`src/source/rv64_isa_pkg.sv`:
```
// RV64I encoding constants, base widths and reset vector
`default_nettype none

package rv64_isa_pkg;

  localparam int XLEN = 64;

  typedef logic [XLEN-1:0] word_t;
  typedef logic [4:0]      reg_idx_t;
  typedef logic [31:0]     inst_t;

  localparam word_t RESET_PC = 64'h8000_0000;

  typedef enum logic [6:0] {
    OP_LUI    = 7'b0110111,
    OP_AUIPC  = 7'b0010111,
    OP_JAL    = 7'b1101111,
    OP_JALR   = 7'b1100111,
    OP_BRANCH = 7'b1100011,
    OP_LOAD   = 7'b0000011,
    OP_STORE  = 7'b0100011,
    OP_IMM    = 7'b0010011,
    OP_IMM_32 = 7'b0011011,
    OP_REG    = 7'b0110011,
    OP_REG_32 = 7'b0111011,
    OP_SYSTEM = 7'b1110011
  } opcode_e;

  // funct3 fields
  localparam logic [2:0] F3_ADD  = 3'b000;
  localparam logic [2:0] F3_SLTU = 3'b011;
  localparam logic [2:0] F3_REMW = 3'b110;
  localparam logic [2:0] F3_JALR = 3'b000;
  localparam logic [2:0] F3_BEQ  = 3'b000;
  localparam logic [2:0] F3_BNE  = 3'b001;
  localparam logic [2:0] F3_BLTU = 3'b110;
  localparam logic [2:0] F3_BGEU = 3'b111;
  localparam logic [2:0] F3_W    = 3'b010;
  localparam logic [2:0] F3_D    = 3'b011;
  localparam logic [2:0] F3_PRIV = 3'b000;

  // funct7 fields
  localparam logic [6:0] F7_BASE   = 7'b0000000;
  localparam logic [6:0] F7_SUB    = 7'b0100000;
  localparam logic [6:0] F7_MULDIV = 7'b0000001;

  localparam logic [11:0] F12_EBREAK = 12'h001;

endpackage

`default_nettype wire

```
`src/source/rv64_regfile.sv`:
```
// 32 x 64 register file, two combinational reads, one write, x0 fixed at zero
`default_nettype none

module rv64_regfile (
  input  wire                          i_clk,
  input  wire                          i_arst_n,
  input  wire  rv64_isa_pkg::reg_idx_t i_rs1,
  input  wire  rv64_isa_pkg::reg_idx_t i_rs2,
  input  wire                          i_wen,
  input  wire  rv64_isa_pkg::reg_idx_t i_rd,
  input  wire  rv64_isa_pkg::word_t    i_wdata,
  output rv64_isa_pkg::word_t          o_rdata1,
  output rv64_isa_pkg::word_t          o_rdata2
);

  rv64_isa_pkg::word_t regs [32];

  // Entry 0 is only ever cleared, so it reads as zero
  always_ff @(posedge i_clk or negedge i_arst_n) begin
    if (!i_arst_n) begin
      for (int i = 0; i < 32; i++) begin
        regs[i] <= '0;
      end
    end else if (i_wen && (i_rd != '0)) begin
      regs[i_rd] <= i_wdata;
    end
  end

  // Reads see the value from before this cycle's write
  assign o_rdata1 = regs[i_rs1];
  assign o_rdata2 = regs[i_rs2];

endmodule

`default_nettype wire

```
`config.mk`:
```
export PLATFORM = sky130hd
export DESIGN_NAME = rv64_regfile
export DESIGN_NICKNAME = d
export VERILOG_FILES = /design/src/source/rv64_isa_pkg.sv /design/src/source/rv64_regfile.sv
export SDC_FILE = /design/constraint.sdc
export NUM_CORES = 2
export LEC_CHECK = 0
export ABC_CLOCK_PERIOD_IN_PS = 1900
export BUFFER_PORTS_ARGS = -buffer_cell sky130_fd_sc_hd__clkbuf_2
export CAP_MARGIN = 15
export CORE_MARGIN = 2
export CORE_UTILIZATION = 43
export DETAILED_ROUTE_END_ITERATION = 16
export PLACE_DENSITY = 0.72
export SLEW_MARGIN = 20
export SYNTH_ARGS = -nofsm -noshare
export SYNTH_HDL_FRONTEND = slang
export SYNTH_SLANG_ARGS = --single-unit
```
`constraint.sdc`:
```
create_clock -name i_clk -period 1.9 [get_ports i_clk]
set_input_delay 0.095 -clock i_clk [delete_from_list [all_inputs] [get_ports i_clk]]
set_output_delay 0.095 -clock i_clk [all_outputs]
set_load 0.03 [all_outputs]
```
==> flow_summary_export.csv <==
group,metric,value,unit
logic_synthesis,synth_nets,6594,
logic_synthesis,synth_area,108000,um^2
routing,postRouteAntennaNets,0,
routing,finalWirelength,350000,um
pwr,total_power,139,mW
logic_synthesis,yosys_warnings,0,
global_route,antenna_found_initial,22,
critical_path,crit_arrival,2800,ps
logic_synthesis,synth-seq-cells,2048,
timing,skew,0,ps
pwr,power_switching,38.4,mW
layout,regMostFlops,"regs",
logic_synthesis,synth_flop_cell,"dfrtp_1",
critical_path,cpMaxStageDelayCell,"mux4_2",
layout,top_regs,"regs x2048",
timing,tns,-106570,ps
critical_path,crit_family,"multiplexers",
logic_synthesis,async_reset_ff_frac,1.00,
logic_synthesis,synth-edff-count,0,
logic_synthesis,synth.top_cell.area_share,0.476,
placed_design,hpwl,227000,um
clock_tree,clkTransAtPathRegs,60,ps
clock_tree,htree_levels,4,
critical_path,start_kind,"flop",
timing,setup_viol,128,
timing,max_freq,346,MHz
global_route,grt_max_degree,98,
clock_tree,clk_latency,850,ps
clock_tree,clock-sinks,2048,
logic_synthesis,yosysMostFrequentCell,"mux2_2",
routing,vias,70443,
layout,final_cells,11053,
timing,finalHoldViolCount,0,
logic_synthesis,synth.distinct_cells,30,
critical_path,cp-end-kind,"primary output",
global_route,overflow,0,
timing,post-route-min-period,2890,ps
critical_path,crit_chain,"mux4_2 -> mux4_2 -> mux2_4 -> buf_8",
logic_synthesis,ys_seq_area_frac,0.476,
pwr,power.internal,100,mW
timing,setup_ws,-991,ps
timing,period_share,1.52,
global_route,grt_usage,0.273,
run_status,status,"finished with violations",
critical_path,critPathMostFrequentCell,"mux4_2",
pwr,clkPwrFrac,0.316,
critical_path,cp_data_required_time,1800,ps
floorplan,fp.dieArea,254000,um^2
global_route,grt_pass1_wl,516000,um
placed_design,gp_congestion,0.867,
logic_synthesis,synth_common_cells,"2151 x mux2_2, 2048 x dfrtp_1, 1145 x mux4_2",
routing,drt_iter0_markers,7315,
routing,via_per_inst,6.37,
timing,drv_slew,0,
critical_path,worst_path_largest_cell_delay,510,ps
job,drv_cap,0,
timing,relSlewSlack,0.175,
layout,finalNetCount,7616,
pwr,powerDensity,1020,nW/um^2
placed_design,pre_cts_ws,-555,ps
clock_tree,cts_tree,"done",
critical_path,cp_max_fo,3,
pwr,peakVddDrop,808,uV
worst_hold_path,hold_class,"input pin to asynchronous set/reset pin",
logic_synthesis,synth_largest_area_cell,"dfrtp_1",
floorplan,fp.dieW,504,um
global_route,grt_pass1_vias,74462,
pwr,combPwrFrac,0.265,
routing,wire_per_inst,31.7,um
routing,dr.pass1.iters,5,
floorplan,pin_count,210,
floorplan,rows,183,
placed_design,dp.cells,10476,
clock_tree,cts_buffers,217,
logic_synthesis,synthTopCellsByArea,"dfrtp_1 48%, mux4_2 24%, mux2_2 22%",
critical_path,worst-path-buf-inv,1,
critical_path,crit_type,"flop to primary output",
floorplan,die_height,504,um
timing,worstMarginPinSlew,1230,ps
clock_tree,cts.path.max_buffers,3,
layout,syn2layout_area_growth,25.5,%
pwr,sw_frac_of_total,0.277,
routing,drc,0,
logic_synthesis,netlist_instances,6512,
pwr,p_seq_frac,0.419,
layout,drive_above_1_share,0.689,
run_status,failed_checks,"setup timing",
placed_design,port_buffers,209,
floorplan,coreArea,249000,um^2
timing,rsz0062_at_grt,"true",
clock_tree,cts-root-buf,"clkbuf_16",
layout,largest_reg_flops,2048,
pwr,leakagePower,59.3,nW
floorplan,initial_core_util,0.433,
logic_synthesis,syn_avg_cell_area,16.5,um^2
[cells in the final DEF, fill, tap and decap left out, types with 14 or more instances in the layout]
master,instances
clkbuf_8,92
clkbuf_2,70
buf_12,321
dlygate4sd3_1,69
mux4_2,1145
buf_8,100
buf_6,89
clkinv_2,39
buf_4,891
mux2_2,2032
a221oi_4,34
clkbuf_16,220
dfrtp_1,2048
clkbuf_1,54
o22ai_4,31
o22ai_1,18
a221o_2,17
nor2b_1,14
mux2i_1,131
bufinv_16,14
mux2_4,119
[per-layer routing]
layer | up-vias | GRT usage | part of all wire | wire length (um)
li1 | 27612 | - | - | -
met1 | 38725 | 0.373 | 0.40 | 140000
met2 | 3286 | 0.429 | 0.47 | 166000
met3 | 804 | 0.0563 | 0.080 | 28000
met4 | 16 | 0.108 | 0.045 | 15700
met5 | - | 0 | 0.00030 | 106
[logic make-up (layout without fill, tap and decap cells)]
family | Yosys count | after routing | share of synthesized area
AOI/OAI and AO/OA | 156 | 156 | 0.0112
muxes | 3440 | 3440 | 0.478
other | 0 | 9 | 0
buffers and inverters | 774 | 1976 | 0.0308
and+or+nand+nor | 94 | 94 | 0.00445
DFF | 2048 | 2048 | 0.476
[power by group through the flow]
stage	registers (mW)	logic, mW	clock network, mW
floorplan	56.3	22.6	0
global placement	57.7	32.3	0
detailed placement	58.4	33.3	0
CTS	57.6	35.9	44.3
global route	58.8	38.7	46.2
finish	58.0	36.7	43.8
[metrics by stage]
stage | utilization | cell area, um^2 | hold slack, ps
detailed placement | 0.498 | 124000 | -3.24
floorplan | - | 109000 | -201
CTS | 0.540 | 134000 | 0.223
finish | 0.543 | 135000 | 6.51
global route | 0.543 | 135000 | 11.8
global placement | 0.498 | 124000 | 1.93
[worst paths after layout]
| path | depth (start not counted) | end | from | slack (ps) |
|---|---|---|---|---|
| max in group asynchronous | 3 | regs[1470]$_DFFE_PN0P_ | i_arst_n | 910 |
| min reg2reg | 0 | regs[1986]$_DFFE_PN0P_ | regs[1986]$_DFFE_PN0P_ | 390 |
| max reg2reg | 3 | regs[228]$_DFFE_PN0P_ | regs[228]$_DFFE_PN0P_ | 870 |
| min in group i_clk | 6 | regs[992]$_DFFE_PN0P_ | i_rd[3] | 100 |
| min | 3 | regs[1978]$_DFFE_PN0P_ | i_arst_n | 7 |
| max | 4 | o_rdata1[15] | regs[527]$_DFFE_PN0P_ | -990 |
[worst min-delay path, cell delays in order]
cell           delay (ps)
dlygate4sd3_1         580
buf_12                250
buf_12                290
[final cells by class]
cell class	count	area (um^2)
Antenna cell	9	22.5
Fill cell	19143	114000
Multi-Input combinational cell	3690	55200
Timing Repair Buffer	1576	17200
Tap cell	3330	4170
Clock inverter	68	842
Sequential cell	2048	51200
Inverter	1	6.26
Clock buffer	331	6490
[repair_timing]
action | CTS | global route
pin swaps | 49 | 31
resized for setup | 425 | 173
setup buffers | 73 | 38
hold buffers | 69 | 0
endpoints found under the setup margin | 128 | 128
endpoints found under the hold margin | 4032 | 0
Power figures use the tool's default switching activity.
