$ cat src/source/rv64_isa_pkg.sv
// RV64I encoding constants, base widths and reset vector
`default_nettype none

package rv64_isa_pkg;

  localparam int XLEN = 64;

  typedef logic [XLEN-1:0] word_t;
  typedef logic [4:0]      reg_idx_t;
  typedef logic [31:0]     inst_t;

  localparam word_t RESET_PC = 64'h8000_0000;

  typedef enum logic [6:0] {
    OP_LUI    = 7'b0110111,
    OP_AUIPC  = 7'b0010111,
    OP_JAL    = 7'b1101111,
    OP_JALR   = 7'b1100111,
    OP_BRANCH = 7'b1100011,
    OP_LOAD   = 7'b0000011,
    OP_STORE  = 7'b0100011,
    OP_IMM    = 7'b0010011,
    OP_IMM_32 = 7'b0011011,
    OP_REG    = 7'b0110011,
    OP_REG_32 = 7'b0111011,
    OP_SYSTEM = 7'b1110011
  } opcode_e;

  // funct3 fields
  localparam logic [2:0] F3_ADD  = 3'b000;
  localparam logic [2:0] F3_SLTU = 3'b011;
  localparam logic [2:0] F3_REMW = 3'b110;
  localparam logic [2:0] F3_JALR = 3'b000;
  localparam logic [2:0] F3_BEQ  = 3'b000;
  localparam logic [2:0] F3_BNE  = 3'b001;
  localparam logic [2:0] F3_BLTU = 3'b110;
  localparam logic [2:0] F3_BGEU = 3'b111;
  localparam logic [2:0] F3_W    = 3'b010;
  localparam logic [2:0] F3_D    = 3'b011;
  localparam logic [2:0] F3_PRIV = 3'b000;

  // funct7 fields
  localparam logic [6:0] F7_BASE   = 7'b0000000;
  localparam logic [6:0] F7_SUB    = 7'b0100000;
  localparam logic [6:0] F7_MULDIV = 7'b0000001;

  localparam logic [11:0] F12_EBREAK = 12'h001;

endpackage

`default_nettype wire

$ cat src/source/rv64_ctrl_pkg.sv
// Internal control encodings shared by decoder and datapath units
`default_nettype none

package rv64_ctrl_pkg;

  typedef enum logic [3:0] {
    ALU_ADD    = 4'd0,
    ALU_SUB    = 4'd1,
    ALU_SLTU   = 4'd2,
    ALU_COPY_B = 4'd3,
    ALU_REMW   = 4'd4,
    ALU_NONE   = 4'd15
  } alu_op_e;

  typedef enum logic [2:0] {
    BR_NONE = 3'd0,
    BR_JAL  = 3'd1,
    BR_JALR = 3'd2,
    BR_EQ   = 3'd4,
    BR_NE   = 3'd5,
    BR_LTU  = 3'd6,
    BR_GEU  = 3'd7
  } branch_e;

  // Word accesses are sign extended on load
  typedef enum logic [1:0] {
    MEM_NONE   = 2'd0,
    MEM_WORD   = 2'd1,
    MEM_DOUBLE = 2'd2
  } mem_op_e;

  typedef enum logic [0:0] {
    A_RS1 = 1'b0,
    A_PC  = 1'b1
  } a_src_e;

  typedef enum logic [1:0] {
    B_RS2  = 2'd0,
    B_IMM  = 2'd1,
    B_FOUR = 2'd2
  } b_src_e;

endpackage

`default_nettype wire

$ cat src/source/rv64_lsu.sv
// Load/store unit forming data memory requests and extending load data
`default_nettype none

module rv64_lsu (
  input  wire  rv64_ctrl_pkg::mem_op_e i_mem_op,
  input  wire                          i_mem_wen,
  input  wire  rv64_isa_pkg::word_t    i_addr,
  input  wire  rv64_isa_pkg::word_t    i_rdata2,
  input  wire  rv64_isa_pkg::word_t    i_dmem_rdata,
  output rv64_isa_pkg::word_t          o_dmem_addr,
  output rv64_isa_pkg::word_t          o_dmem_wdata,
  output logic                         o_dmem_wen,
  output logic                         o_dmem_double,
  output rv64_isa_pkg::word_t          o_load_data
);

  assign o_dmem_addr   = i_addr;
  assign o_dmem_wen    = i_mem_wen && (i_mem_op != rv64_ctrl_pkg::MEM_NONE);
  assign o_dmem_double = (i_mem_op == rv64_ctrl_pkg::MEM_DOUBLE);

  // Word stores sit in the low half
  always_comb begin
    case (i_mem_op)
      rv64_ctrl_pkg::MEM_WORD:   o_dmem_wdata = {32'd0, i_rdata2[31:0]};
      rv64_ctrl_pkg::MEM_DOUBLE: o_dmem_wdata = i_rdata2;
      default:                   o_dmem_wdata = '0;
    endcase
  end

  always_comb begin
    case (i_mem_op)
      rv64_ctrl_pkg::MEM_WORD:   o_load_data = {{32{i_dmem_rdata[31]}}, i_dmem_rdata[31:0]};
      rv64_ctrl_pkg::MEM_DOUBLE: o_load_data = i_dmem_rdata;
      default:                   o_load_data = '0;
    endcase
  end

endmodule

`default_nettype wire

$ cat config.mk
export PLATFORM = sky130hd
export DESIGN_NAME = rv64_lsu
export DESIGN_NICKNAME = d
export VERILOG_FILES = /design/src/source/rv64_isa_pkg.sv /design/src/source/rv64_ctrl_pkg.sv /design/src/source/rv64_lsu.sv
export SDC_FILE = /design/constraint.sdc
export NUM_CORES = 1
export LEC_CHECK = 0
export BUFFER_PORTS_ARGS = -buffer_cell sky130_fd_sc_hd__buf_4
export CAP_MARGIN = 40
export CORE_AREA = 3 3 152 154
export DETAILED_ROUTE_END_ITERATION = 10
export DIE_AREA = 0 0 155 157
export GPL_TIMING_DRIVEN = 0
export PLACE_DENSITY = 0.43
export RECOVER_POWER = 50
export SLEW_MARGIN = 25
export SYNTH_ARGS = -nofsm -noshare
export SYNTH_HDL_FRONTEND = slang
export SYNTH_SLANG_ARGS = --single-unit
export TNS_END_PERCENT = 30
$ cat constraint.sdc
create_clock -name vclk -period 2.04
set_clock_uncertainty 0.15 [all_clocks]
set_input_delay 0.204 -clock vclk [all_inputs]
set_output_delay 0.204 -clock vclk [all_outputs]
set_load 0.02 [all_outputs]
==> flow_summary.yaml, run 1 <==
place:
  place_congestion: 0.7329
  dp_slack_ns: -0.2236
  dp_hpwl_um: 9602
  portBuffers: 325
synth:
  ys_seq_area_share_pct: 0
  ys_types: 14
  syn_avg_cell_area_sq_um: 6.584
  postSynthCellCount: 252
  synth_fp_nets: 451
  netlist_area_sq_mm: 0.001659
  yosysWarnings: 0
setup_path:
  critPathTopFamily: "buffers and inverters"
  cp-start-kind: "primary input"
  critPathKind: "in2out"
  crit_buf_inv: 4
  critPathArrivalTime_ns: 1.56
  cpMostUsedCell: "buf_4"
  required_ns: 1.69
  crit_path_cell_trace: "buf_4 > inv_1 > ha_2 > clkbuf_2 > a21boi_1 > buf_4"
  slowest_stage: "ha_2"
  slowest_delay_ns: 0.46
  crit_fanout: 10
  end_kind: "primary output"
layout:
  regArea_sq_um: 0
  clock_buffers: 0
  area_delta_synth_final_pct: 152.3
  nets: 778
  drive_above_1_share_pct: 58.23
  utilization_pct: 19.18
  seq_cell_count: 0
  diodes: 0
  fillers: 2567
die:
  start_util_pct: 7.602
  die_h_um: 157
  core_sq_mm: 0.02182
  rows: 54
  dieArea_sq_mm: 0.02434
  fp.dieW_um: 155
  ios: 389
timing:
  report.final.slew_viol_count: 0
  setup_ws_ns: 0.1224
  rsz0062_at_grt: "yes"
  maxSlewHeadroom_pct: 66.90
  post-route-min-period_ns: 1.918
  hold_viol_final: 0
  fmax_mhz: 521.5
  worst_pin_slew_ns: 0.4965
  setup_viol_count_final: 0
  fin_crit_sh_pct: 94.00
clock_tree:
  ctsHoldBuffers: 0
  post-cts-setup-buffer-count: 0
global_routing:
  grt_pass1_vias: 2588
  grt_start_max_net_pins: 11
  antenna_found_initial: 0
  grt.total_usage_pct: 7.010
  grt_overflow: 0
  grt_pass1_wl_um: 13860
drt:
  routed_via_density: 3.124
  drc: 0
  antenna_left: 0
  drt_iter0_drc: 46
  route.vias.total: 2677
  firstDrtPassIters: 4
  drt_wl_total_um: 10520
  wl_per_cell_um: 12.28
power:
  comb_power_share_pct: 100.0
  powerDensity_mw_per_mm2: 245.1
  ir_drop_mv: 0.08411
  pwr-share-clk_pct: 0
  leakage_uw: 0.002191
  swShare_pct: 49.44
  p_int_uw: 518.9
  power.switching_uw: 507.3
  pwr-share-seq_pct: 0
job:
  cap_violations: 0
hold_path:
  hold_path_class: "in2out"
run_status:
  outcome: "finished clean"
==> synth_stat cells <==
| cell | number | area (sq um) |
|---|---|---|
| o211a_1 | 1 | 10.01 |
| a21boi_2 | 1 | 11.26 |
| buf_4 | 66 | 495.5 |
| nand2_1 | 33 | 123.9 |
| o21a_4 | 1 | 15.01 |
| inv_1 | 2 | 7.510 |
| and2_1 | 95 | 594.3 |
| ha_1 | 4 | 50.05 |
| buf_2 | 3 | 15.01 |
| a21boi_1 | 5 | 37.54 |
| buf_6 | 6 | 67.56 |
| nor2b_1 | 1 | 6.260 |
| a21boi_0 | 26 | 195.2 |
| clkbuf_1 | 8 | 30.03 |
==> final timing paths <==
kind,cells after the start,end,slack [ns],from
max,6,o_load_data[42],0.12,i_mem_op[1]
min,2,o_dmem_addr[46],0.52,i_addr[46]
==> metal layers <==
metal	wire length [um]	track usage, %	up-vias
li1	-	-	1359
met1	3401	7.299	1127
met2	5990	15.08	191
met3	1129	1.375	0
met4	0	0	0
met5	0	0	-
==> cell usage in the layout, fill, tap and decap left out, drive strengths merged <==
master  count
a21boi     32
and2       95
buf       326
clkbuf     82
ha          4
inv         2
nand2      33
nor2b       1
o211a       1
o21a        1
==> stage by stage <==
step	cell area, sq um	setup TNS [ns]	hold slack [ns]	std cells	power (uW)
detailed placement	4449	-2.112	0.4563	857	1110
global route	4187	-0.04939	0.5227	857	1101
CTS	4454	0	0.4561	857	1114
global placement	4449	-1.332	0.4560	857	1112
finish	4187	0	0.5186	857	1026
floorplan	1659	0	0.3706	252	546.4
==> cell type report <==
cell class / instances / area [sq um] / area share, %
plain buffers: 83 / 608.1 / 14.52
repair buffers: 325 / 2175 / 51.94
multi-input cells: 167 / 1046 / 24.98
well taps: 280 / 350.3 / 8.368
inverters: 2 / 7.507 / 0.1793
==> cell families (layout without fill, tap and decap cells) <==
kind of cell,after synthesis,after routing,synth area share [%]
simple gates,129,129,43.67
fa+ha+maj,4,4,3.017
compound gates,34,34,16.21
buf+inv,85,410,37.10
==> power by group through the flow <==
stage / clock (uW) / combinational [uW] / sequential [uW]
2_1_floorplan: 0 / 546 / 0
3_3_place_gp: 0 / 1110 / 0
6_report: 0 / 1030 / 0
3_5_place_dp: 0 / 1110 / 0
5_1_grt: 0 / 1100 / 0
4_1_cts: 0 / 1110 / 0
==> timing repair <==
| action | CTS | global route |
|---|---|---|
| endpoints found under the hold margin | 0 | 0 |
| gates resized for setup | 4 | 3 |
| setup endpoints to repair | 34 | 9 |
Power figures use the tool's default switching activity.
==> run 2: changes to the inputs <==
--- a/config.mk
+++ b/config.mk
@@ -11,8 +11,9 @@
 export DETAILED_ROUTE_END_ITERATION = 10
 export DIE_AREA = 0 0 155 157
 export GPL_TIMING_DRIVEN = 0
+export MAX_ROUTING_LAYER = met4
 export PLACE_DENSITY = 0.43
-export RECOVER_POWER = 50
+export RECOVER_POWER = 100
 export SLEW_MARGIN = 25
 export SYNTH_ARGS = -nofsm -noshare
 export SYNTH_HDL_FRONTEND = slang
==> flow_summary.yaml, run 2 (same netlist as run 1, synthesis figures left out) <==
drt:
  drt_wl_total_um: 10470
  antenna_left: 0
  drc: 0
  route.vias.total: 2676
  routed_via_density: 3.123
  firstDrtPassIters: 4
  wl_per_cell_um: 12.21
  drt_iter0_drc: 53
layout:
  finish.instance_area_sq_mm: 0.004060
  diodes: 0
  utilization_pct: 18.60
  final_common_cell: "buf_4"
  clock_buffers: 0
  area_delta_synth_final_pct: 144.7
  drive_above_1_share_pct: 58.23
  seq_cell_count: 0
  regArea_sq_um: 0
  nets: 778
  mostFrequentLayoutCells: "buf_4, clkbuf_1, and2_1, and2_0, clkbuf_2"
hold_path:
  hold_path_class: "in2out"
timing:
  rsz0062_at_grt: "yes"
  fmax_mhz: 523.5
  maxSlewHeadroom_pct: 67.18
  post-route-min-period_ns: 1.910
  report.final.slew_viol_count: 0
  fin_crit_sh_pct: 93.64
  setup_viol_count_final: 0
  holdWs_ns: 0.5186
  worst_pin_slew_ns: 0.4924
  hold_viol_final: 0
  fin_setup_tns_ns: 0
global_routing:
  grt_pass1_vias: 2588
  grt_overflow: 0
  grt.total_usage_pct: 7.219
  antenna_found_initial: 0
  grt_start_max_net_pins: 11
  grt_pass1_wl_um: 13860
die:
  rows: 54
  dieArea_sq_mm: 0.02434
  ios: 389
  die_h_um: 157
  core_sq_mm: 0.02182
  fp.dieW_um: 155
  start_util_pct: 7.602
clock_tree:
  post-cts-setup-buffer-count: 0
  cts_resized: 4
  ctsHoldBuffers: 0
power:
  p_total_uw: 989.2
  powerDensity_mw_per_mm2: 243.6
  ir_drop_mv: 0.07686
  leakage_uw: 0.002135
job:
  cap_violations: 0
place:
  portBuffers: 325
  place_congestion: 0.7418
  place_area_sq_mm: 0.004449
  dp_hpwl_um: 9602
run_status:
  outcome: "finished clean"
setup_path:
  end_kind: "primary output"
  critPathKind: "in2out"
  cp-start-kind: "primary input"
  critPathArrivalTime_ns: 1.56
  required_ns: 1.69
  crit_fanout: 10
-- run 2: cell count changes in the layout (fill, tap and decap cells not counted) --
cell / previous run / this run
and2_0: 9 / 37
a21boi_1: 6 / 4
a21boi_0: 25 / 27
buf_4: 320 / 273
buf_2: 1 / 16
buf_6: 5 / 2
clkbuf_2: 6 / 37
and2_1: 86 / 58
clkbuf_4: 1 / 5
-- run 2: power breakdown --
group / switching (uW) / internal, uW
clock network: 0 / 0
registers: 0 / 0
logic: 505 / 485
-- run 2: final cells by class --
cell class                 count  area, sq um
multi-input combinational    167         1046
tap                          280        350.3
timing repair buffer         325         2059
buffer                        83        596.8
fill                        2604        17760
inverter                       2        7.507
-- run 2: final timing paths --
check / from / to / cells after the start
worst max-delay path: i_mem_op[1] / o_load_data[7] / 7
worst min-delay path: i_addr[46] / o_dmem_addr[46] / 2
-- run 2: routing by layer --
layer,track usage [%],routed length (um)
met1,7.645,3495
met2,15.08,5963
met3,0.7974,1008
met4,0,0
met5,-,0
-- run 2: through the flow --
stage	worst slack (ns)	cells
final	0.1298	857
after global routing	-0.01357	857
after CTS	0.02842	857
after detailed placement	-0.2236	857
after global placement	-0.2294	857
after floorplan	0.3018	252
-- run 2: worst max-delay path, stage by stage --
cell	delay (ns)
buf_4	0.09
inv_1	0.05
ha_2	0.46
o21a_4	0.23
clkbuf_4	0.21
and2_1	0.13
buf_2	0.16
==> run 3: changes to the inputs <==
--- a/config.mk
+++ b/config.mk
@@ -5,14 +5,14 @@
 export SDC_FILE = /design/constraint.sdc
 export NUM_CORES = 1
 export LEC_CHECK = 0
+export ABC_AREA = 1
 export BUFFER_PORTS_ARGS = -buffer_cell sky130_fd_sc_hd__buf_4
-export CAP_MARGIN = 40
-export CORE_AREA = 3 3 152 154
+export CORE_AREA = 3 3 151 153
 export DETAILED_ROUTE_END_ITERATION = 10
-export DIE_AREA = 0 0 155 157
+export DIE_AREA = 0 0 154 156
 export GPL_TIMING_DRIVEN = 0
 export MAX_ROUTING_LAYER = met4
-export PLACE_DENSITY = 0.43
+export PLACE_DENSITY = 0.45
 export RECOVER_POWER = 100
 export SLEW_MARGIN = 25
 export SYNTH_ARGS = -nofsm -noshare
==> flow_summary.yaml, run 3 <==
power:
  ir_drop_mv: 0.07729
  leakage_uw: 0.002366
  p_int_uw: 452.4
  powerDensity_mw_per_mm2: 255.5
  p_total_uw: 1102
  power.switching_uw: 649.6
  pwr-share-seq_pct: 0
  swShare_pct: 58.95
  pwr-share-clk_pct: 0
  comb_power_share_pct: 100.0
global_routing:
  grt_overflow: 0
  grt_pass1_vias: 3525
  grt_pass1_wl_um: 20660
  antenna_found_initial: 0
  grt_start_max_net_pins: 11
  grt.total_usage_pct: 10.97
timing:
  setup_viol_count_final: 0
  hold_viol_final: 0
  report.final.slew_viol_count: 0
  fin_setup_tns_ns: 0
  rsz0062_at_grt: "no"
  worst_pin_slew_ns: 0.5131
  fmax_mhz: 533.4
  fin_crit_sh_pct: 91.91
  maxSlewHeadroom_pct: 65.80
  post-route-min-period_ns: 1.875
setup_path:
  critPathArrivalTime_ns: 1.52
  required_ns: 1.69
  crit_fanout: 10
  critPathKind: "in2out"
  critPathLaunch: "i_mem_op[0]"
  end_kind: "primary output"
  cp-start-kind: "primary input"
layout:
  drive_above_1_share_pct: 42.42
  fillers: 2611
  regArea_sq_um: 0
  area_delta_synth_final_pct: 106.2
  mostFrequentLayoutCells: "buf_4, nand2_1, clkbuf_1, a21oi_1, clkbuf_2"
  clock_buffers: 0
  diodes: 0
  seq_cell_count: 0
  nets: 953
  final_common_cell: "buf_4"
place:
  place_congestion: 0.7095
  portBuffers: 325
  dp_hpwl_um: 13110
synth:
  synth_area_leaders: "nand2_1, buf_4, a21oi_1, inv_1, buf_2"
  postSynthCellCount: 427
  netlist.top_cell.by_area: "nand2_1"
  yosysWarnings: 0
  syn_avg_cell_area_sq_um: 4.899
  ys_types: 11
  yosysMostFrequentCell: "nand2_1"
  synth_top_area_share_pct: 34.27
  synth_fp_nets: 626
  synth_commonest_cells: "nand2_1, a21oi_1, buf_4, inv_1, buf_2"
  ys_seq_area_share_pct: 0
  netlist_area_sq_mm: 0.002092
clock_tree:
  post-cts-setup-buffer-count: 0
  cts_resized: 0
  ctsHoldBuffers: 0
drt:
  drc: 0
  firstDrtPassIters: 4
  route.vias.total: 3780
  wl_per_cell_um: 14.39
  antenna_left: 0
  drt_iter0_drc: 151
  routed_via_density: 3.663
  drt_wl_total_um: 14850
die:
  ios: 389
  start_util_pct: 9.646
  dieArea_sq_mm: 0.02402
  fp.dieW_um: 154
  core_sq_mm: 0.02169
  die_h_um: 156
  rows: 54
run_status:
  outcome: "finished clean"
job:
  cap_violations: 0
hold_path:
  worstHoldStart: "i_addr[61]"
  hold_path_class: "in2out"
==> run 3: cell types whose count changed after synthesis, sizes merged <==
cell    change
buf        +19
and2       -95
a21oi      +96
o211a       -1
o21a        -1
a21boi     -32
nor2        +1
clkbuf      -4
nor2b       -1
inv        +34
nand2     +159
==> run 3: cells by family after synthesis <==
family                   count (synthesis)  synth area share (%)
AND/OR/NAND/NOR                        193                 34.99
AO/OA/AOI/OAI                           96                 22.97
buffers and inverters                  134                 39.65
adder cells (fa/ha/maj)                  4                 2.392
==> run 3: path summary, 6_finish.rpt <==
| kind | to | slack [ns] | depth (start not counted) |
|---|---|---|---|
| setup / recovery | o_load_data[43] | 0.17 | 8 |
| hold / removal | o_dmem_addr[61] | 0.52 | 2 |
==> run 3: worst max-delay path, cell delays in order <==
cell and delay, ns:
buf_4 0.12, inv_1 0.09, ha_1 0.24, inv_2 0.12, buf_4 0.22, buf_2 0.27, a21oi_1 0.08, buf_2 0.17
==> run 3: per-stage QoR <==
stage	setup slack (ns)	utilization (%)	instances	hold WS [ns]	cell area (sq um)
after floorplan	0.3616	-	427	0.3706	2092
final	0.1651	19.89	1032	0.5181	4314
after global placement	0.06483	22.51	1032	0.4557	4882
after detailed placement	0.08415	22.51	1032	0.4556	4882
after CTS	0.08058	22.51	1032	0.4560	4882
after global routing	0.01370	19.89	1032	0.5222	4314
==> run 3: layer usage <==
layer	wire length [um]	vias to the layer above	track usage, %	share of wire (%)
met5	0	-	-	0
met4	94	0	0.5887	0.63
met3	1107	6	1.276	7.5
met2	8056	218	21.67	54
met1	5594	1657	12.33	38
li1	-	1899	-	-
==> run 3: area by class of cell <==
cell class         instances  area (sq um)  area share, %
well taps                280         350.3          8.121
multi-input cells        293          1262          29.26
inverters                 36         135.1          3.132
plain buffers             98         694.4          16.10
repair buffers           325          1872          43.39
==> run 3: power by group through the flow <==
stage	Combinational, uW	Clock, uW	Sequential [uW]
after floorplan	622	0	0
after global placement	1260	0	0
after detailed placement	1260	0	0
after CTS	1270	0	0
after global routing	1200	0	0
final	1100	0	0
