## config.mk

```make
export PLATFORM = sky130hd
export DESIGN_NAME = rv64_idu
export DESIGN_NICKNAME = d
export VERILOG_FILES = /design/src/source/rv64_isa_pkg.sv /design/src/source/rv64_ctrl_pkg.sv /design/src/source/rv64_idu.sv
export SDC_FILE = /design/constraint.sdc
export NUM_CORES = 1
export LEC_CHECK = 0
export ABC_AREA = 1
export BUFFER_PORTS_ARGS = -buffer_cell sky130_fd_sc_hd__buf_2
export CORE_MARGIN = 4
export CORE_UTILIZATION = 37
export DETAILED_ROUTE_END_ITERATION = 8
export GPL_TIMING_DRIVEN = 0
export PLACE_DENSITY = 0.85
export SYNTH_ARGS = -nofsm -noshare
export SYNTH_HDL_FRONTEND = slang
export SYNTH_SLANG_ARGS = --single-unit
```

## constraint.sdc

```tcl
create_clock -name vclk -period 3.7
set_input_delay 0.74 -clock vclk [all_inputs]
set_output_delay 0.74 -clock vclk [all_outputs]
set_load 0.02 [all_outputs]
```

## src/source/rv64_isa_pkg.sv

```systemverilog
// RV64I encoding constants, base widths and reset vector
`default_nettype none

package rv64_isa_pkg;

  localparam int XLEN = 64;

  typedef logic [XLEN-1:0] word_t;
  typedef logic [4:0]      reg_idx_t;
  typedef logic [31:0]     inst_t;

  localparam word_t RESET_PC = 64'h8000_0000;

  typedef enum logic [6:0] {
    OP_LUI    = 7'b0110111,
    OP_AUIPC  = 7'b0010111,
    OP_JAL    = 7'b1101111,
    OP_JALR   = 7'b1100111,
    OP_BRANCH = 7'b1100011,
    OP_LOAD   = 7'b0000011,
    OP_STORE  = 7'b0100011,
    OP_IMM    = 7'b0010011,
    OP_IMM_32 = 7'b0011011,
    OP_REG    = 7'b0110011,
    OP_REG_32 = 7'b0111011,
    OP_SYSTEM = 7'b1110011
  } opcode_e;

  // funct3 fields
  localparam logic [2:0] F3_ADD  = 3'b000;
  localparam logic [2:0] F3_SLTU = 3'b011;
  localparam logic [2:0] F3_REMW = 3'b110;
  localparam logic [2:0] F3_JALR = 3'b000;
  localparam logic [2:0] F3_BEQ  = 3'b000;
  localparam logic [2:0] F3_BNE  = 3'b001;
  localparam logic [2:0] F3_BLTU = 3'b110;
  localparam logic [2:0] F3_BGEU = 3'b111;
  localparam logic [2:0] F3_W    = 3'b010;
  localparam logic [2:0] F3_D    = 3'b011;
  localparam logic [2:0] F3_PRIV = 3'b000;

  // funct7 fields
  localparam logic [6:0] F7_BASE   = 7'b0000000;
  localparam logic [6:0] F7_SUB    = 7'b0100000;
  localparam logic [6:0] F7_MULDIV = 7'b0000001;

  localparam logic [11:0] F12_EBREAK = 12'h001;

endpackage

`default_nettype wire

```

## src/source/rv64_ctrl_pkg.sv

```systemverilog
// Internal control encodings shared by decoder and datapath units
`default_nettype none

package rv64_ctrl_pkg;

  typedef enum logic [3:0] {
    ALU_ADD    = 4'd0,
    ALU_SUB    = 4'd1,
    ALU_SLTU   = 4'd2,
    ALU_COPY_B = 4'd3,
    ALU_REMW   = 4'd4,
    ALU_NONE   = 4'd15
  } alu_op_e;

  typedef enum logic [2:0] {
    BR_NONE = 3'd0,
    BR_JAL  = 3'd1,
    BR_JALR = 3'd2,
    BR_EQ   = 3'd4,
    BR_NE   = 3'd5,
    BR_LTU  = 3'd6,
    BR_GEU  = 3'd7
  } branch_e;

  // Word accesses are sign extended on load
  typedef enum logic [1:0] {
    MEM_NONE   = 2'd0,
    MEM_WORD   = 2'd1,
    MEM_DOUBLE = 2'd2
  } mem_op_e;

  typedef enum logic [0:0] {
    A_RS1 = 1'b0,
    A_PC  = 1'b1
  } a_src_e;

  typedef enum logic [1:0] {
    B_RS2  = 2'd0,
    B_IMM  = 2'd1,
    B_FOUR = 2'd2
  } b_src_e;

endpackage

`default_nettype wire

```

## src/source/rv64_idu.sv

```systemverilog
// Instruction decoder producing register indices, immediate and control
`default_nettype none

module rv64_idu (
  input  wire  rv64_isa_pkg::inst_t     i_inst,
  output rv64_isa_pkg::reg_idx_t        o_rs1,
  output rv64_isa_pkg::reg_idx_t        o_rs2,
  output rv64_isa_pkg::reg_idx_t        o_rd,
  output rv64_isa_pkg::word_t           o_imm,
  output logic                          o_reg_wen,
  output rv64_ctrl_pkg::a_src_e         o_a_src,
  output rv64_ctrl_pkg::b_src_e         o_b_src,
  output rv64_ctrl_pkg::alu_op_e        o_alu_op,
  output logic                          o_word_cut,
  output rv64_ctrl_pkg::branch_e        o_branch,
  output rv64_ctrl_pkg::mem_op_e        o_mem_op,
  output logic                          o_mem_wen,
  output logic                          o_mem_to_reg,
  output logic                          o_halt
);

  typedef enum logic [2:0] {
    FMT_R,
    FMT_I,
    FMT_U,
    FMT_S,
    FMT_B,
    FMT_J
  } fmt_e;

  rv64_isa_pkg::opcode_e opcode;
  logic [2:0]            funct3;
  logic [6:0]            funct7;
  logic [11:0]           funct12;
  fmt_e                  fmt;

  assign opcode  = rv64_isa_pkg::opcode_e'(i_inst[6:0]);
  assign funct3  = i_inst[14:12];
  assign funct7  = i_inst[31:25];
  assign funct12 = i_inst[31:20];

  assign o_rs1 = i_inst[19:15];
  assign o_rs2 = i_inst[24:20];
  assign o_rd  = i_inst[11:7];

  // Classification; anything unmatched keeps the inert defaults
  always_comb begin
    fmt          = FMT_R;
    o_reg_wen    = 1'b0;
    o_a_src      = rv64_ctrl_pkg::A_RS1;
    o_b_src      = rv64_ctrl_pkg::B_RS2;
    o_alu_op     = rv64_ctrl_pkg::ALU_NONE;
    o_word_cut   = 1'b0;
    o_branch     = rv64_ctrl_pkg::BR_NONE;
    o_mem_op     = rv64_ctrl_pkg::MEM_NONE;
    o_mem_wen    = 1'b0;
    o_mem_to_reg = 1'b0;
    o_halt       = 1'b0;
    case (opcode)
      rv64_isa_pkg::OP_LUI: begin
        fmt       = FMT_U;
        o_reg_wen = 1'b1;
        o_b_src   = rv64_ctrl_pkg::B_IMM;
        o_alu_op  = rv64_ctrl_pkg::ALU_COPY_B;
      end
      rv64_isa_pkg::OP_AUIPC: begin
        fmt       = FMT_U;
        o_reg_wen = 1'b1;
        o_a_src   = rv64_ctrl_pkg::A_PC;
        o_b_src   = rv64_ctrl_pkg::B_IMM;
        o_alu_op  = rv64_ctrl_pkg::ALU_ADD;
      end
      // Jumps link pc + 4 through the ALU
      rv64_isa_pkg::OP_JAL: begin
        fmt       = FMT_J;
        o_reg_wen = 1'b1;
        o_a_src   = rv64_ctrl_pkg::A_PC;
        o_b_src   = rv64_ctrl_pkg::B_FOUR;
        o_alu_op  = rv64_ctrl_pkg::ALU_ADD;
        o_branch  = rv64_ctrl_pkg::BR_JAL;
      end
      rv64_isa_pkg::OP_JALR: begin
        fmt = FMT_I;
        if (funct3 == rv64_isa_pkg::F3_JALR) begin
          o_reg_wen = 1'b1;
          o_a_src   = rv64_ctrl_pkg::A_PC;
          o_b_src   = rv64_ctrl_pkg::B_FOUR;
          o_alu_op  = rv64_ctrl_pkg::ALU_ADD;
          o_branch  = rv64_ctrl_pkg::BR_JALR;
        end
      end
      rv64_isa_pkg::OP_BRANCH: begin
        fmt = FMT_B;
        case (funct3)
          rv64_isa_pkg::F3_BEQ:  o_branch = rv64_ctrl_pkg::BR_EQ;
          rv64_isa_pkg::F3_BNE:  o_branch = rv64_ctrl_pkg::BR_NE;
          rv64_isa_pkg::F3_BLTU: o_branch = rv64_ctrl_pkg::BR_LTU;
          rv64_isa_pkg::F3_BGEU: o_branch = rv64_ctrl_pkg::BR_GEU;
          default:               o_branch = rv64_ctrl_pkg::BR_NONE;
        endcase
      end
      rv64_isa_pkg::OP_LOAD: begin
        fmt = FMT_I;
        if (funct3 == rv64_isa_pkg::F3_W || funct3 == rv64_isa_pkg::F3_D) begin
          o_reg_wen    = 1'b1;
          o_b_src      = rv64_ctrl_pkg::B_IMM;
          o_alu_op     = rv64_ctrl_pkg::ALU_ADD;
          o_mem_to_reg = 1'b1;
          o_mem_op     = (funct3 == rv64_isa_pkg::F3_D) ? rv64_ctrl_pkg::MEM_DOUBLE
                                                        : rv64_ctrl_pkg::MEM_WORD;
        end
      end
      rv64_isa_pkg::OP_STORE: begin
        fmt = FMT_S;
        if (funct3 == rv64_isa_pkg::F3_W || funct3 == rv64_isa_pkg::F3_D) begin
          o_b_src   = rv64_ctrl_pkg::B_IMM;
          o_alu_op  = rv64_ctrl_pkg::ALU_ADD;
          o_mem_wen = 1'b1;
          o_mem_op  = (funct3 == rv64_isa_pkg::F3_D) ? rv64_ctrl_pkg::MEM_DOUBLE
                                                     : rv64_ctrl_pkg::MEM_WORD;
        end
      end
      rv64_isa_pkg::OP_IMM, rv64_isa_pkg::OP_IMM_32: begin
        fmt     = FMT_I;
        o_b_src = rv64_ctrl_pkg::B_IMM;
        if (funct3 == rv64_isa_pkg::F3_ADD) begin
          o_reg_wen  = 1'b1;
          o_alu_op   = rv64_ctrl_pkg::ALU_ADD;
          o_word_cut = (opcode == rv64_isa_pkg::OP_IMM_32);
        end else if (funct3 == rv64_isa_pkg::F3_SLTU && opcode == rv64_isa_pkg::OP_IMM) begin
          o_reg_wen = 1'b1;
          o_alu_op  = rv64_ctrl_pkg::ALU_SLTU;
        end
      end
      rv64_isa_pkg::OP_REG: begin
        if (funct3 == rv64_isa_pkg::F3_ADD && funct7 == rv64_isa_pkg::F7_BASE) begin
          o_reg_wen = 1'b1;
          o_alu_op  = rv64_ctrl_pkg::ALU_ADD;
        end else if (funct3 == rv64_isa_pkg::F3_ADD && funct7 == rv64_isa_pkg::F7_SUB) begin
          o_reg_wen = 1'b1;
          o_alu_op  = rv64_ctrl_pkg::ALU_SUB;
        end
      end
      rv64_isa_pkg::OP_REG_32: begin
        if (funct3 == rv64_isa_pkg::F3_ADD && funct7 == rv64_isa_pkg::F7_BASE) begin
          o_reg_wen  = 1'b1;
          o_alu_op   = rv64_ctrl_pkg::ALU_ADD;
          o_word_cut = 1'b1;
        end else if (funct3 == rv64_isa_pkg::F3_REMW && funct7 == rv64_isa_pkg::F7_MULDIV) begin
          o_reg_wen  = 1'b1;
          o_alu_op   = rv64_ctrl_pkg::ALU_REMW;
          o_word_cut = 1'b1;
        end
      end
      rv64_isa_pkg::OP_SYSTEM: begin
        fmt    = FMT_I;
        o_halt = (funct3 == rv64_isa_pkg::F3_PRIV) && (funct12 == rv64_isa_pkg::F12_EBREAK);
      end
      default: ;
    endcase
  end

  // Sign-extended immediate per format
  always_comb begin
    case (fmt)
      FMT_I:   o_imm = {{52{i_inst[31]}}, i_inst[31:20]};
      FMT_U:   o_imm = {{32{i_inst[31]}}, i_inst[31:12], 12'b0};
      FMT_S:   o_imm = {{52{i_inst[31]}}, i_inst[31:25], i_inst[11:7]};
      FMT_B:   o_imm = {{52{i_inst[31]}}, i_inst[7], i_inst[30:25], i_inst[11:8], 1'b0};
      FMT_J:   o_imm = {{44{i_inst[31]}}, i_inst[19:12], i_inst[20], i_inst[30:21], 1'b0};
      default: o_imm = '0;
    endcase
  end

endmodule

`default_nettype wire

```

==> results.cfg, run 1 <==
[run_status]
status = finished clean

[cells_and_area]
multi_input_area_sq_um = 1040
nets = 480
register_area_sq_um = 0
final_common_cell = buf_2
seq_cell_count = 0
clockBufferCount = 0
final_cell_mix = buf_2 (133), nand2_1 (69), nor2_1 (60)
syn2layout_area_growth_pct = 43.4
drive_gt1_share_pct = 47.3
diodes = 0
fill_cells = 437
layout.cells.non_filler = 494
final_area_sq_um = 2330

[routing]
ant_nets = 0
drtPass1Iterations = 4
wl_per_cell_um = 11.6
first_iter_violations = 111
routed_wl_um = 5740
vias = 2277
drc = 0
vias_per_cell = 4.61

[job]
drv_cap = 0

[yosys]
seq_area_frac_synth_pct = 0
synth.distinct_cells = 28
synth_warnings = 0
syn_inst = 316
syn_area_sq_um = 1630
syn-num-nets = 350
syn_avg_cell_area_sq_um = 5.15

[setup_path]
critical_path_buf_inv_count = 5
slowest_stage = nand2_2
crit_required_ns = 2.96
critPathKind = in2out
startpoint_type = primary input
cp_max_fo = 33
crit_chain = buf_2, inv_1, nand2_2, nor2_4, nand3_2, a21oi_2, buf_4, nor2_1, nand2_2, buf_4, buf_2
endpoint_kind = output port
critical_path.max_stage_delay_ns = 0.40
cp_top_family = simple AND/OR/NAND/NOR gates
arrival_ns = 2.66

[placed_design]
port_buffers = 128
dp_hpwl_um = 4860
gp_congestion = 0.937
dpl_cell_area_sq_um = 2330
placed_cells = 494

[die]
rows = 23
io_pins = 128
initial_utilization_pct = 39.5
die_area_sq_um = 5520
fp.dieH_um = 74.3
core_sq_um = 4120
die_w_um = 74.3

[power]
powerDensity_nw_per_um2 = 80.5
p_leak_nw = 1.75
ir_drop_v = 0.0000300
power_w = 0.000188

[timing]
max-slew-margin-rel_pct = 64.3
whs_ns = 1.80
tns_ns = 0
final.period_utilization_pct = 92.0
max_freq_mhz = 294
drv_slew = 0
min_period_ns = 3.40
rsz0062_at_grt = false
tightest_slew_ns = 0.533
hold_viol = 0
setup_viol = 0

[global_routing]
grt_overflow_total = 0
grt_start_max_net_pins = 34
grt_util_all_layers_pct = 19.8
grt_pass1_vias = 2105
grt_pass1_wl_um = 9070
antenna_found_initial = 0

[min_path]
hp-class = in2out
whs_path_depth = 3
hold_start = i_inst[8]
hold_path_end = o_rd[1]

[clock_tree]
cts_hold_buf = 0
[where the power goes]
group	internal (W)	switching [W]	leakage, nW	total (W)
clock network	0	0	0	0
logic	0.0000726	0.000115	1.75	0.000188
registers	0	0	0	0
total	0.0000726	0.000115	1.75	0.000188
[routing by layer]
layer,wire length [um],global-route usage [%]
met3,553,2.03
met2,2750,35.9
met1,2430,26.2
met5,0,0
met4,8,1.78
[timing repair]
| item | CTS | global route |
|---|---|---|
| resized for setup | 0 | 1 |
| hold endpoints to repair | 0 | 0 |
| endpoints found under the setup margin | 0 | 33 |
| setup buffers | 0 | 0 |
[cells in the mapped netlist, types with 3 or more instances]
master | instances | area [sq um]
nand2_1 | 70 | 263
nand2_2 | 7 | 43.8
buf_2 | 5 | 25.0
nor2_2 | 3 | 18.8
nor2_4 | 3 | 33.8
inv_2 | 4 | 15.0
nor3_1 | 13 | 65.1
o22ai_1 | 12 | 75.1
buf_4 | 48 | 360
o21ai_0 | 10 | 50.1
inv_1 | 42 | 158
nand4_1 | 3 | 18.8
nor2_1 | 60 | 225
nand3_1 | 17 | 85.1
[per-stage QoR]
step | setup WS, ns | utilization, %
2_1_floorplan | 0.444 | -
3_3_place_gp | 0.0981 | 56.6
3_5_place_dp | 0.0116 | 56.6
4_1_cts | 0.0102 | 56.6
5_1_grt | 0.136 | 56.7
6_report | 0.297 | 56.7
[worst max-delay path by stage]
stage                           end  slack, ns      start  depth (start not counted)
after floorplan           o_imm[32]       0.44  i_inst[1]                         10
after global placement    o_imm[51]        0.1  i_inst[4]                         11
after detailed placement  o_imm[56]       0.01  i_inst[4]                         11
after CTS                 o_imm[56]       0.01  i_inst[4]                         11
after global routing      o_imm[49]       0.14  i_inst[2]                         11
final                     o_imm[43]       0.30  i_inst[4]                         11
[cells by family after synthesis]
logic type	synth area share, %
and+or+nand+nor	52.2
AOI/OAI and AO/OA	10.4
buffers and inverters	35.9
adders and majority gates	1.54
[area by class of cell]
type | instances | share of cell area [%]
inverter | 46 | 7.40
tap | 50 | 2.68
buffer | 56 | 17.7
timing repair buffer | 128 | 27.5
multi-input combinational | 214 | 44.8
No activity file was read; power rests on OpenSTA's default activity.
==> run 2: changes to the inputs <==
--- a/config.mk
+++ b/config.mk
@@ -5,13 +5,13 @@
 export SDC_FILE = /design/constraint.sdc
 export NUM_CORES = 1
 export LEC_CHECK = 0
-export ABC_AREA = 1
+export ABC_AREA = 0
 export BUFFER_PORTS_ARGS = -buffer_cell sky130_fd_sc_hd__buf_2
 export CORE_MARGIN = 4
-export CORE_UTILIZATION = 37
+export CORE_UTILIZATION = 39
 export DETAILED_ROUTE_END_ITERATION = 8
 export GPL_TIMING_DRIVEN = 0
-export PLACE_DENSITY = 0.85
+export PLACE_DENSITY = 0.93
 export SYNTH_ARGS = -nofsm -noshare
 export SYNTH_HDL_FRONTEND = slang
 export SYNTH_SLANG_ARGS = --single-unit
==> constraint.sdc (replaced) <==
create_clock -name vclk -period 3.7
set_input_delay 0.74 -clock vclk [all_inputs]
set_output_delay 0.74 -clock vclk [all_outputs]
set_load 0.1 [all_outputs]
==> run 2 against run 1 <==
Net effect: design area is 4.3% lower; critical endpoint is now o_reg_wen; global-route usage is 0.99 points higher; cell count is 22% lower; sequential cell count stayed put.
==> results.cfg, run 2 <==
[placed_design]
pre_cts_slack_ns = -0.372
port_buffers = 127
gp_congestion = 0.986
dp_hpwl_um = 4210

[routing]
first_iter_violations = 52
drc = 0
routed_wl_um = 5170
vias_per_cell = 5.15
vias = 1994
wl_per_cell_um = 13.3
drtPass1Iterations = 4
ant_nets = 0

[yosys]
syn_inst = 214
syn_avg_cell_area_sq_um = 6.44
synth.distinct_cells = 56
synth_top_area_share_pct = 25.6
synth_warnings = 0
synth_top_area_cell = buf_4
seq_area_frac_synth_pct = 0
synth_common_cells = buf_4 (47), nand2_1 (19), o21ai_0 (16)
syn-num-nets = 248
synth_area_leaders = buf_4 (26%), o21ai_0 (5.8%), o2bb2ai_1 (5.7%), nand2_1 (5.2%), nor3b_1 (4.4%)
syn_area_sq_um = 1380
yosysMostFrequentCell = buf_4

[global_routing]
antenna_found_initial = 0
grt_util_all_layers_pct = 20.8
grt_pass1_vias = 1789
grt_overflow_total = 0
grt_pass1_wl_um = 7800
grt_start_max_net_pins = 34

[die]
fp.dieH_um = 67.5
io_pins = 128
initial_utilization_pct = 41.0
rows = 21
die_area_sq_um = 4550
die_w_um = 67.5
core_sq_um = 3360

[cells_and_area]
nets = 377
syn2layout_area_growth_pct = 61.8
utilization_pct = 66.3
final_common_cell = buf_2
drive_gt1_share_pct = 57.2
final_cell_mix = buf_2 (97), buf_4 (80), nand2_1 (19)
diodes = 0
seq_cell_count = 0
clockBufferCount = 0
fill_cells = 327
register_area_sq_um = 0
multi_input_area_sq_um = 1010

[run_status]
status = finished clean

[setup_path]
critPathKind = in2out
arrival_ns = 2.87
endpoint_kind = output port
cp_max_fo = 9
startpoint_type = primary input
crit_start = i_inst[13]
crit_required_ns = 2.96

[power]
pwr-share-clk_pct = 0
sw_frac_of_total_pct = 77.7
p_seq_share_pct = 0
p_int_w = 0.0000854
ir_drop_v = 0.0000737
pwr-share-comb_pct = 100.0
p_leak_nw = 1.18
powerDensity_nw_per_um2 = 172
power_w = 0.000384
switchingPower_w = 0.000298

[timing]
max_freq_mhz = 277
drv_slew = 0
hold_viol = 0
setup_viol = 0
setup_ws_ns = 0.0923
tightest_slew_ns = 0.654
rsz0062_at_grt = false
whs_ns = 1.98
max-slew-margin-rel_pct = 56.3
final.period_utilization_pct = 97.5
min_period_ns = 3.61

[clock_tree]
postCtsSetupBuffers = 0
cts_hold_buf = 0

[min_path]
hold_start = i_inst[8]
hp-class = in2out

[job]
drv_cap = 0
## run 2: cell types whose count changed in the layout (fill, tap and decap cells not counted), moves of 12 or more
cell and change:
clkbuf_1 +12, nor2_1 -49, nand3_1 -13, nand2_1 -50
buf_4 +32, buf_2 -36, o22ai_1 -12, inv_1 -38
## run 2: path summary, 6_finish.rpt
path,endpoint,slack (ns),cells past startpoint
hold / removal,o_rd[1],1.98,3
setup / recovery,o_reg_wen,0.09,7
## run 2: area by class of cell
class	instances	area share [%]
repair buffers	127	32.2
multi-input cells	146	45.4
plain buffers	64	19.2
inverters	4	0.673
well taps	46	2.58
## run 2: cell families after synthesis
logic type	synth area share [%]
simple gates	36.4
buf+inv	32.0
mux	0.726
compound gates	27.8
fa+ha+maj	1.81
xor+xnor	1.27
## run 2: stage by stage
step                      instances  cell area (sq um)  TNS [ns]
after detailed placement        387               2130    -11.98
after global routing            387               2230         0
final                           387               2230         0
after global placement          387               2130     -9.46
after floorplan                 214               1440    -12.85
after CTS                       387               2220         0
## run 2: power groups by stage
| stage | clock network (W) | logic [W] | registers (W) |
|---|---|---|---|
| final | 0 | 0.000384 | 0 |
| after global routing | 0 | 0.000400 | 0 |
| after CTS | 0 | 0.000383 | 0 |
| after detailed placement | 0 | 0.000374 | 0 |
| after global placement | 0 | 0.000371 | 0 |
| after floorplan | 0 | 0.000308 | 0 |
## run 2: layer usage
| layer | share of wire, % | GRT usage (%) | routed length, um | vias up |
|---|---|---|---|---|
| met5 | 0 | 0 | 0 | - |
| met4 | 1.7 | 6.08 | 89 | 0 |
| met3 | 11 | 2.66 | 568 | 10 |
| met2 | 50 | 39.0 | 2560 | 112 |
| met1 | 38 | 24.1 | 1940 | 877 |
| li1 | - | - | - | 995 |
## run 2: critical path, stage by stage
cell	delay [ns]
buf_2	0.12
buf_2	0.16
or4_4	0.52
or4_4	0.51
o31a_1	0.30
nand4b_1	0.09
buf_2	0.43
## run 2: repair_timing
item	CTS	global route
resized for setup	36	1
endpoints found under the setup margin	33	32
cloned	0	0
